## src/rtl/armExecPkg.sv

```systemverilog
package armExecPkg;

  // ====================
  // Opcodes
  // ====================

  // ALU operations in ARM data-processing encoding
  typedef enum logic [3:0] {
    AND = 4'h0,
    EOR = 4'h1,
    SUB = 4'h2,
    RSB = 4'h3,
    ADD = 4'h4,
    ADC = 4'h5,
    SBC = 4'h6,
    ORR = 4'hC,
    MOV = 4'hD,
    BIC = 4'hE,
    MVN = 4'hF
  } aluOp_e;

  // Shift types for operand B
  typedef enum logic [1:0] {
    LSL = 2'b00,
    LSR = 2'b01,
    ASR = 2'b10,
    ROR = 2'b11
  } shiftOp_e;

  // Which unit's result is written back
  typedef enum logic {
    UNIT_ALU  = 1'b0,
    UNIT_MULT = 1'b1
  } unitSel_e;

  // ====================
  // Flags and tags
  // ====================

  // Bit positions in a 4-bit NZCV vector
  localparam int FlagN = 3;
  localparam int FlagZ = 2;
  localparam int FlagC = 1;
  localparam int FlagV = 0;

  localparam int RegTagWidth = 4;
  // Edges from accepted operation to result strobe
  localparam int ExecLatency = 3;

endpackage

```

## src/rtl/shiftAlu.sv

```systemverilog
module shiftAlu import armExecPkg::*; #(
  parameter int DataWidth = 32
) (
  input  logic                         clk,
  input  logic                         rstN,
  input  logic                         opValid,
  input  aluOp_e                       aluOp,
  input  shiftOp_e                     shiftOp,
  input  logic [$clog2(DataWidth)-1:0] shiftAmount,
  input  logic [DataWidth-1:0]         operandA,
  input  logic [DataWidth-1:0]         operandB,
  input  logic [3:0]                   flagsIn,
  output logic [DataWidth-1:0]         aluResult,
  output logic [3:0]                   aluFlags
);

  // Shifter
  logic [DataWidth:0]     lslExt;
  logic [DataWidth:0]     lsrExt;
  logic [DataWidth:0]     asrExt;
  logic [2*DataWidth-1:0] rorExt;
  logic [DataWidth-1:0]   shiftedB;
  logic                   shiftCarry;

  // Stage 1 registers
  logic                 s1Valid;
  aluOp_e               s1AluOp;
  logic [DataWidth-1:0] s1OperandA;
  logic [DataWidth-1:0] s1ShiftedB;
  logic                 s1ShiftCarry;
  logic                 s1CarryIn;
  logic                 s1OverflowIn;

  // ALU
  logic [DataWidth-1:0] addA;
  logic [DataWidth-1:0] addB;
  logic                 addCin;
  logic [DataWidth:0]   addSum;
  logic                 isArith;
  logic [DataWidth-1:0] aluNext;
  logic [3:0]           flagsNext;

  // ====================
  // Stage 1 shifter
  // ====================

  // Extra bit on each side catches the last bit shifted out
  assign lslExt = {1'b0, operandB} << shiftAmount;
  assign lsrExt = {operandB, 1'b0} >> shiftAmount;
  assign asrExt = $signed({operandB, 1'b0}) >>> shiftAmount;
  assign rorExt = {operandB, operandB} >> shiftAmount;

  always_comb begin
    shiftedB   = operandB;
    shiftCarry = flagsIn[FlagC];
    if (shiftAmount != '0) begin
      unique case (shiftOp)
        LSL: begin
          shiftedB   = lslExt[DataWidth-1:0];
          shiftCarry = lslExt[DataWidth];
        end
        LSR: begin
          shiftedB   = lsrExt[DataWidth:1];
          shiftCarry = lsrExt[0];
        end
        ASR: begin
          shiftedB   = asrExt[DataWidth:1];
          shiftCarry = asrExt[0];
        end
        ROR: begin
          shiftedB   = rorExt[DataWidth-1:0];
          shiftCarry = rorExt[DataWidth-1];
        end
      endcase
    end
  end

  always_ff @(posedge clk or negedge rstN) begin
    if (!rstN) begin
      s1Valid <= 1'b0;
    end else begin
      s1Valid <= opValid;
    end
  end

  always_ff @(posedge clk) begin
    if (opValid) begin
      s1AluOp      <= aluOp;
      s1OperandA   <= operandA;
      s1ShiftedB   <= shiftedB;
      s1ShiftCarry <= shiftCarry;
      s1CarryIn    <= flagsIn[FlagC];
      s1OverflowIn <= flagsIn[FlagV];
    end
  end

  // ====================
  // Stage 2 ALU
  // ====================

  // Subtraction is A + ~B + carry, so C means no borrow
  always_comb begin
    addA    = s1OperandA;
    addB    = s1ShiftedB;
    addCin  = 1'b0;
    isArith = 1'b1;
    case (s1AluOp)
      ADD: addCin = 1'b0;
      ADC: addCin = s1CarryIn;
      SUB: begin
        addB   = ~s1ShiftedB;
        addCin = 1'b1;
      end
      SBC: begin
        addB   = ~s1ShiftedB;
        addCin = s1CarryIn;
      end
      RSB: begin
        addA   = s1ShiftedB;
        addB   = ~s1OperandA;
        addCin = 1'b1;
      end
      default: isArith = 1'b0;
    endcase
  end

  assign addSum = {1'b0, addA} + {1'b0, addB} + {{DataWidth{1'b0}}, addCin};

  always_comb begin
    case (s1AluOp)
      AND:     aluNext = s1OperandA & s1ShiftedB;
      EOR:     aluNext = s1OperandA ^ s1ShiftedB;
      ORR:     aluNext = s1OperandA | s1ShiftedB;
      BIC:     aluNext = s1OperandA & ~s1ShiftedB;
      MVN:     aluNext = ~s1ShiftedB;
      default: aluNext = isArith ? addSum[DataWidth-1:0] : s1ShiftedB;
    endcase

    flagsNext[FlagN] = aluNext[DataWidth-1];
    flagsNext[FlagZ] = (aluNext == '0);
    if (isArith) begin
      flagsNext[FlagC] = addSum[DataWidth];
      // Same-sign inputs with a result of the other sign
      flagsNext[FlagV] = (addA[DataWidth-1] == addB[DataWidth-1]) &&
                         (addSum[DataWidth-1] != addA[DataWidth-1]);
    end else begin
      flagsNext[FlagC] = s1ShiftCarry;
      flagsNext[FlagV] = s1OverflowIn;
    end
  end

  always_ff @(posedge clk) begin
    if (s1Valid) begin
      aluResult <= aluNext;
      aluFlags  <= flagsNext;
    end
  end

endmodule

```

## src/rtl/multiplyUnit.sv

```systemverilog
module multiplyUnit #(
  parameter int DataWidth = 32
) (
  input  logic                 clk,
  input  logic                 rstN,
  input  logic                 opValid,
  input  logic                 accumulate,
  input  logic [DataWidth-1:0] operandA,
  input  logic [DataWidth-1:0] operandB,
  input  logic [DataWidth-1:0] operandC,
  output logic [DataWidth-1:0] multResult,
  output logic [1:0]           multNZ
);

  localparam int HalfWidth = DataWidth / 2;

  // Partial products for the low and high halves of operand B
  logic [DataWidth-1:0] partLow;
  logic [HalfWidth-1:0] partHigh;

  // Stage 1 registers
  logic                 s1Valid;
  logic [DataWidth-1:0] s1PartLow;
  logic [HalfWidth-1:0] s1PartHigh;
  logic [DataWidth-1:0] s1OperandC;
  logic                 s1Accumulate;

  logic [DataWidth-1:0] product;
  logic [DataWidth-1:0] productNext;

  // ====================
  // Stage 1
  // ====================

  assign partLow = operandA * operandB[HalfWidth-1:0];
  // Only the low half survives the shift into the truncated product
  assign partHigh = operandA[HalfWidth-1:0] * operandB[DataWidth-1:HalfWidth];

  always_ff @(posedge clk or negedge rstN) begin
    if (!rstN) begin
      s1Valid <= 1'b0;
    end else begin
      s1Valid <= opValid;
    end
  end

  always_ff @(posedge clk) begin
    if (opValid) begin
      s1PartLow    <= partLow;
      s1PartHigh   <= partHigh;
      s1OperandC   <= operandC;
      s1Accumulate <= accumulate;
    end
  end

  // ====================
  // Stage 2
  // ====================

  assign product     = s1PartLow + {s1PartHigh, {HalfWidth{1'b0}}};
  assign productNext = s1Accumulate ? product + s1OperandC : product;

  always_ff @(posedge clk) begin
    if (s1Valid) begin
      multResult <= productNext;
      // N in bit 1, Z in bit 0
      multNZ     <= {productNext[DataWidth-1], productNext == '0};
    end
  end

endmodule

```

## src/rtl/resultMerge.sv

```systemverilog
module resultMerge import armExecPkg::*; #(
  parameter int DataWidth = 32
) (
  input  logic                   clk,
  input  logic                   rstN,
  input  logic                   opValid,
  input  logic                   setFlags,
  input  unitSel_e               unitSel,
  input  logic [RegTagWidth-1:0] destReg,
  input  logic [3:0]             flagsIn,
  input  logic [DataWidth-1:0]   aluResult,
  input  logic [DataWidth-1:0]   multResult,
  input  logic [3:0]             aluFlags,
  input  logic [1:0]             multNZ,
  output logic                   resultValid,
  output logic                   flagsWrite,
  output logic [DataWidth-1:0]   result,
  output logic [RegTagWidth-1:0] resultDest,
  output logic [3:0]             flagsOut
);

  // Tag pipeline
  logic                   s1Valid;
  logic                   s1SetFlags;
  unitSel_e               s1UnitSel;
  logic [RegTagWidth-1:0] s1DestReg;
  logic [3:0]             s1FlagsIn;
  logic                   s2Valid;
  logic                   s2SetFlags;
  unitSel_e               s2UnitSel;
  logic [RegTagWidth-1:0] s2DestReg;
  logic [3:0]             s2FlagsIn;

  logic [DataWidth-1:0] resultSel;
  logic [3:0]           flagsSel;

  // ====================
  // Tag pipeline
  // ====================

  always_ff @(posedge clk or negedge rstN) begin
    if (!rstN) begin
      s1Valid <= 1'b0;
      s2Valid <= 1'b0;
    end else begin
      s1Valid <= opValid;
      s2Valid <= s1Valid;
    end
  end

  always_ff @(posedge clk) begin
    if (opValid) begin
      s1SetFlags <= setFlags;
      s1UnitSel  <= unitSel;
      s1DestReg  <= destReg;
      s1FlagsIn  <= flagsIn;
    end
    if (s1Valid) begin
      s2SetFlags <= s1SetFlags;
      s2UnitSel  <= s1UnitSel;
      s2DestReg  <= s1DestReg;
      s2FlagsIn  <= s1FlagsIn;
    end
  end

  // ====================
  // Select and output
  // ====================

  // Multiply keeps C and V from its own incoming flags
  always_comb begin
    if (s2UnitSel == UNIT_MULT) begin
      resultSel        = multResult;
      flagsSel[FlagN]  = multNZ[1];
      flagsSel[FlagZ]  = multNZ[0];
      flagsSel[FlagC]  = s2FlagsIn[FlagC];
      flagsSel[FlagV]  = s2FlagsIn[FlagV];
    end else begin
      resultSel = aluResult;
      flagsSel  = aluFlags;
    end
  end

  always_ff @(posedge clk or negedge rstN) begin
    if (!rstN) begin
      resultValid <= 1'b0;
      flagsWrite  <= 1'b0;
      result      <= '0;
      resultDest  <= '0;
      flagsOut    <= '0;
    end else begin
      resultValid <= s2Valid;
      flagsWrite  <= s2Valid & s2SetFlags;
      if (s2Valid) begin
        result     <= resultSel;
        resultDest <= s2DestReg;
        flagsOut   <= flagsSel;
      end
    end
  end

endmodule

```

## src/rtl/execUnit.sv

```systemverilog
module execUnit import armExecPkg::*; #(
  parameter int DataWidth = 32
) (
  input  logic                         clk,
  input  logic                         rstN,
  input  logic                         opValid,
  input  unitSel_e                     unitSel,
  input  aluOp_e                       aluOp,
  input  shiftOp_e                     shiftOp,
  input  logic [$clog2(DataWidth)-1:0] shiftAmount,
  input  logic [DataWidth-1:0]         operandA,
  input  logic [DataWidth-1:0]         operandB,
  input  logic [DataWidth-1:0]         operandC,
  input  logic                         accumulate,
  input  logic                         setFlags,
  input  logic [RegTagWidth-1:0]       destReg,
  input  logic [3:0]                   flagsIn,
  output logic                         resultValid,
  output logic [DataWidth-1:0]         result,
  output logic [RegTagWidth-1:0]       resultDest,
  output logic [3:0]                   flagsOut,
  output logic                         flagsWrite
);

  // Unit results into the merge stage
  logic [DataWidth-1:0] aluResult;
  logic [3:0]           aluFlags;
  logic [DataWidth-1:0] multResult;
  logic [1:0]           multNZ;

  // ====================
  // Execution units
  // ====================

  // Both units compute every operation
  shiftAlu #(.DataWidth(DataWidth)) uShiftAlu (
    .clk         (clk),
    .rstN        (rstN),
    .opValid     (opValid),
    .aluOp       (aluOp),
    .shiftOp     (shiftOp),
    .shiftAmount (shiftAmount),
    .operandA    (operandA),
    .operandB    (operandB),
    .flagsIn     (flagsIn),
    .aluResult   (aluResult),
    .aluFlags    (aluFlags)
  );

  multiplyUnit #(.DataWidth(DataWidth)) uMultiply (
    .clk        (clk),
    .rstN       (rstN),
    .opValid    (opValid),
    .accumulate (accumulate),
    .operandA   (operandA),
    .operandB   (operandB),
    .operandC   (operandC),
    .multResult (multResult),
    .multNZ     (multNZ)
  );

  // ====================
  // Merge and output
  // ====================

  resultMerge #(.DataWidth(DataWidth)) uMerge (
    .clk         (clk),
    .rstN        (rstN),
    .opValid     (opValid),
    .setFlags    (setFlags),
    .unitSel     (unitSel),
    .destReg     (destReg),
    .flagsIn     (flagsIn),
    .aluResult   (aluResult),
    .multResult  (multResult),
    .aluFlags    (aluFlags),
    .multNZ      (multNZ),
    .resultValid (resultValid),
    .flagsWrite  (flagsWrite),
    .result      (result),
    .resultDest  (resultDest),
    .flagsOut    (flagsOut)
  );

endmodule

```

## config.mk

```make
export PLATFORM = sky130hd
export DESIGN_NAME = execUnit
export DESIGN_NICKNAME = d
export VERILOG_FILES = /design/src/rtl/armExecPkg.sv /design/src/rtl/shiftAlu.sv /design/src/rtl/multiplyUnit.sv /design/src/rtl/resultMerge.sv /design/src/rtl/execUnit.sv
export SDC_FILE = /design/constraint.sdc
export NUM_CORES = 2
export LEC_CHECK = 0
export BUFFER_PORTS_ARGS = -buffer_cell sky130_fd_sc_hd__buf_2
export CAP_MARGIN = 0
export CORE_ASPECT_RATIO = 1.2
export CORE_MARGIN = 10
export CORE_UTILIZATION = 65
export DETAILED_ROUTE_END_ITERATION = 7
export GPL_ROUTABILITY_DRIVEN = 0
export PLACE_DENSITY_LB_ADDON = 0.12
export SLEW_MARGIN = 20
export SYNTH_ARGS = -nofsm -noshare
export SYNTH_HDL_FRONTEND = slang
export SYNTH_SLANG_ARGS = --single-unit
```

## constraint.sdc

```tcl
create_clock -name clk -period 8.19 [get_ports clk]
set_clock_uncertainty 0.05 [all_clocks]
set_input_delay 1.638 -clock clk [delete_from_list [all_inputs] [get_ports clk]]
set_output_delay 1.638 -clock clk [all_outputs]
set_load 0.02 [all_outputs]
```

## Word level (Yosys, flattened, before mapping)

Index checks and enable logic that the tools add are counted.

| word-level totals | value |
|---|---|
| flip-flop bits (word level) | 282 |
| bits of input ports | 121 |
| output and inout port bits | 42 |
| word-level logic and storage cells | 84 |

| operators by class | value |
|---|---|
| add/subtract/negate cells | 4 |
| multipliers | 2 |
| equality and inequality tests | 14 |
| shift operators | 4 |
| mux-type cells | 14 |
| bitwise logic cells | 7 |
| reductions and logical operators | 10 |

Operators by type and width:

| kind | count |
|---|---|
| 32-bit 2-to-1 mux | 5 |
| 32-bit one-hot mux with 5 select lines | 1 |
| 32-bit one-hot mux with 4 select lines | 1 |
| 32-bit adder | 2 |
| 32-bit bitwise AND | 2 |
| 32-bit logical NOT | 2 |
| 32-bit NOT | 2 |
| 32-bit one-hot mux with 2 select lines | 1 |
| 64-bit by 5-bit right shift with 32-bit output | 1 |
| 32-bit by 32-bit adder with 33-bit output | 1 |
| 33-bit by 1-bit adder with 33-bit output | 1 |
| 32-bit by 5-bit left shift with 33-bit output | 1 |
| 33-bit by 5-bit right shift with 33-bit output | 1 |
| 33-bit by 5-bit >>> shifter with 33-bit output | 1 |
| 32-bit by 16-bit multiplier with 32-bit output | 1 |
| 32-bit bitwise OR | 1 |
| 32-bit XOR | 1 |
| 16-bit by 16-bit multiplier with 16-bit output | 1 |
| 4-bit by 3-bit equality test with 1-bit output (second input constant) | 3 |
| 4-bit equality test (second input constant) | 3 |
| 4-bit by 2-bit equality test with 1-bit output (second input constant) | 2 |
| 2-bit OR reduction | 3 |
| 5-bit nonzero test | 1 |
| 5-bit OR reduction | 1 |
| other kinds (14) | 16 |

## Depth between registers and ports, before layout

| depth | value |
|---|---|
| depth after elaboration | 8 |
| gate-level depth with buffers | 25 |
| gate-level depth less buffers | 23 |

## Modules after synthesis

From an unflattened synthesis, not the netlist that was laid out.

| second synthesis, totals | value |
|---|---|
| cells, all modules | 4228 |
| area total of the unflattened synthesis | 37041.8 µm² |

Modules (own cells, without submodules):

| module | instances | cells each | area each (µm²) | sequential area each (µm²) |
|---|---|---|---|---|
| multiplyUnit | 1 | 2337 | 21807.2 | 3448.3 |
| shiftAlu | 1 | 1705 | 12809.8 | 3208.1 |
| resultMerge | 1 | 186 | 2424.8 | 1581.5 |

## Worst setup path after synthesis

No wires, ideal clock.

| timing | value |
|---|---|
| kind | input -> register |
| start | input port operandB[1] |
| end | register uMultiply.s1PartLow[31] (data pin) |
| library setup time | 0.259 ns |
| data arrival time | 7.717 ns |
| data required time | 7.881 ns |
| setup slack | 0.163 ns |
| stages | 23 |
| path buffers | 2 |
| cell sequence | clkbuf_1 > clkbuf_1 > nand2_1 > fa_1 > fa_1 > fa_1 > inv_1 > fa_1 > fa_1 > inv_1 > fa_1 > inv_1 > ha_1 > a21o_1 > a21o_1 > a2111oi_0 > o31ai_1 > nor4_1 > or4_1 > a31oi_1 > a221o_1 > a21oi_1 > xnor2_1 |

| on the way | value |
|---|---|
| longest elaborated chain between the ends | 1 |

RTL lines:

| what | line | RTL |
|---|---|---|
| start, declared | execUnit.sv:12 | `input logic [DataWidth-1:0] operandB,` |
| 32-bit by 16-bit multiplier with 32-bit output | multiplyUnit.sv:35 | `assign partLow = operandA * operandB[HalfWidth-1:0];` |
| net uMultiply.partLow[31] | multiplyUnit.sv:18 | `logic [DataWidth-1:0] partLow;` |
| end signal, assigned | multiplyUnit.sv:49 | `s1PartLow <= partLow;` |
| end, declared | multiplyUnit.sv:23 | `logic [DataWidth-1:0] s1PartLow;` |

The timed path passes the listed nets, and every way through them passes these cells.
A chain may end at the register's enable or synchronous reset.

## Worst setup path after layout

| timing | value |
|---|---|
| start | input port operandB[3] |
| end | register uMultiply.s1PartLow[31] (data pin) |

The elaborated chain is that of the path after synthesis.

==> impl_metrics.ini <==
[detailed_routing]
post_drt_wl_per_cell_um = 22.0
wl_um = 110000
vias_per_cell = 6.25
drt_iter0_markers = 3122
via_count = 31351
drcViolationCount = 0
ant_nets = 0
drtPass1Iterations = 6

[clock_network]
clk_pin_slew_worst_paths_ns = 0.07
cts_tree = yes
cts_setup_buffers = 0
cts_resized = 0
clk_path_buf_depth = 3
clk_latency_ns = 0.61
clock-sinks = 277
htreeDepth = 1
root_buffer = clkbuf_16
cts.hold.buffers_added = 0
numCtsBuffers = 29

[setup_path]
cp_common_cell = fa_1
worst_setup_path_end_kind = flop
timing.rr.start = uShiftAlu.s1AluOp[0]$_DFFE_PP_
crit_path_max_fanout = 16
r2r_setup_slack_ns = 2.12
criticalPathCategory = in2reg
worstRegToRegCells = 16
r2r-end = uShiftAlu.aluFlags[2]$_DFFE_PP_
startpoint_type = primary input
worstPathRequired_ns = 8.48
cp_slowest_cell = fa_1
cp.arrival_ns = 8.06
critical_path.max_stage_delay_ns = 0.53

[synth]
synth_largest_area_cell = fa_1
async_flop_share = 0.155
synth_enable_flop_cells = 234
synth_cells = 4208
synthAdderAreaFrac = 0.287
synth_area_leaders = fa_1, edfxtp_1, ha_1
synth_top_family_by_area = adder cells
netlist-cell-type-count = 103
synth_most_common_cell = inv_1
synth_xor_xnor_area_share = 0.0326
yosys_warnings = 0
syn_area_um2 = 36800
synth_area_per_cell_um2 = 8.76
synthSimpleGateAreaFrac = 0.164
synth.mux.area_fraction = 0.0604
seq_area_frac_synth = 0.220
synth_compound_area_frac = 0.152
synth_common_cells = inv_1, nand2_1, fa_1
synth_top_area_frac = 0.211
synth_fp_nets = 4940
ys.flop_type = edfxtp_1
ys_ff_latch = 277

[timing]
tightest_slew_ns = 1.13
final-hold-violation-count = 0
maxSlewHeadroom = 0.246
rsz0062_at_grt = false
fmax_ghz = 0.129
setup_viol = 0
min_period_over_period = 0.949
slew_viol_final = 0
post-route-min-period_ns = 7.77

[placement]
placed_area_um2 = 38500
dp_cells = 4957
io_buffers = 160
hpwl_um = 84800

[global_route]
grt_usage = 0.329
grt_pass1_wl_um = 172000
gr-total-overflow = 0
grt_pass1_vias = 31109
grt_max_degree = 88
antenna_found_initial = 7

[min_path]
hold_path_startpoint = uMerge.s1SetFlags$_DFFE_PP_
hold_end = uMerge.s2SetFlags$_DFFE_PP_
hp-class = reg2reg
min_path_cells = 0

[die]
core_area_um2 = 56100
rows = 95
fp.dieH_um = 281
die_width_um = 237
start_util = 0.657
die_area_um2 = 66600
ios = 163

[finish]
instances_no_fill = 5017
drive_gt1_frac = 0.107
syn2layout_area_growth_pct = 7.39
design_area_um2 = 39600
nets = 4993

[pwr]
ir_drop_uv = 414
powerDensity_nw_per_um2 = 438
leakagePower_nw = 17.9

[job]
maxCapViolCount = 0

[status]
status = finished, final reports clean
-- per-stage QoR --
stage / setup slack [ns] / hold WS (ns) / util / total power, W / setup TNS (ns)
after floorplan: 0.163 / 0.339 / - / 0.0120 / 0
after global placement: -0.112 / 0.355 / 0.687 / 0.0154 / -0.131
after detailed placement: -0.205 / 0.361 / 0.687 / 0.0157 / -0.503
after CTS: 0.351 / 0.377 / 0.705 / 0.0172 / 0
after global routing: 0.0727 / 0.386 / 0.705 / 0.0189 / 0
final: 0.421 / 0.375 / 0.705 / 0.0173 / 0
-- layout by cell type (no fill, tap or decap), types with 21 or more instances in the layout --
cell / instances
inv_1: 551
nand2_1: 548
fa_1: 388
nor2_1: 275
a21oi_1: 250
o21ai_0: 248
and2_1: 247
edfxtp_1: 234
ha_1: 223
buf_2: 157
buf_4: 127
mux2i_1: 114
xnor2_1: 98
a21o_1: 55
a31oi_1: 48
nor3_1: 44
dfrtp_1: 41
a211oi_1: 39
xor2_1: 39
o211ai_1: 37
mux4_2: 33
nand3_1: 30
mux2_2: 29
clkbuf_16: 29
o22ai_1: 28
nand2b_1: 25
o21a_1: 21
-- flip-flops by register name (all words and copies together) (netlist names), 2 cells and up --
name,count
uMerge.resultDest,4
uMultiply.s1OperandC,32
uMerge.s2DestReg,4
uMerge.s1FlagsIn,2
uMultiply.s1PartHigh,16
uMultiply.s1PartLow,32
uShiftAlu.s1ShiftedB,32
uShiftAlu.s1OperandA,32
uMerge.s2FlagsIn,2
uMultiply.multResult,31
uMultiply.multNZ,2
uMerge.s1DestReg,4
uShiftAlu.aluResult,31
uShiftAlu.s1AluOp,4
uMerge.flagsOut,3
uShiftAlu.aluFlags,4
uMerge.result,32
-- final cells by class --
| type | instances | area (um2) |
|---|---|---|
| Clock inverter | 24 | 289 |
| Inverter | 555 | 2080 |
| Antenna cell | 6 | 15.0 |
| Clock buffer | 30 | 729 |
| Tap cell | 727 | 910 |
| Sequential cell | 277 | 8110 |
| Timing Repair Buffer | 286 | 1760 |
| Multi-Input combinational cell | 3112 | 25700 |
| Fill cell | 4490 | 16500 |
-- worst max path at each step --
stage           startpoint                           endpoint  slack [ns]  cells after the start
6_report       operandB[3]  uMultiply.s1PartLow[31]$_DFFE_PP_        0.42                     25
5_1_grt        operandB[3]  uMultiply.s1PartLow[31]$_DFFE_PP_        0.07                     24
4_1_cts        operandB[5]  uMultiply.s1PartLow[31]$_DFFE_PP_        0.35                     26
3_5_place_dp   operandB[5]  uMultiply.s1PartLow[31]$_DFFE_PP_       -0.21                     26
3_3_place_gp   operandB[5]  uMultiply.s1PartLow[31]$_DFFE_PP_       -0.11                     27
2_1_floorplan  operandB[1]  uMultiply.s1PartLow[31]$_DFFE_PP_        0.16                     23
-- cell families (layout without fill, tap and decap cells) --
family | after synthesis | after routing
adder cells (fa/ha/maj) | 611 | 611
AND/OR/NAND/NOR | 1293 | 1293
multiplexers | 177 | 177
XOR/XNOR | 137 | 137
flip-flops | 277 | 277
buffers and inverters | 819 | 895
AO/OA/AOI/OAI | 894 | 894
other | 0 | 6
-- where the power goes --
group	switching (W)	leakage, nW	internal (W)
Sequential	0.000231	2.77	0.00242
Clock	0.000632	0.483	0.000770
Combinational	0.00740	14.6	0.00585
-- layer usage --
layer	GRT usage	wire, um
met5	0	10
met2	0.544	51700
met1	0.397	40500
met4	0.192	7310
met3	0.0647	10700
-- critical path, delay by kind of cell --
kind / cells / cell delay [ns]
xor gates and xnor gates: 1 / 0.12
buffers and inverters: 7 / 1.01
AOI/OAI and AO/OA: 7 / 1.42
and+or+nand+nor: 3 / 0.55
adders and majority gates: 7 / 3.28
Note: power is estimated with default switching activity, not from simulation.
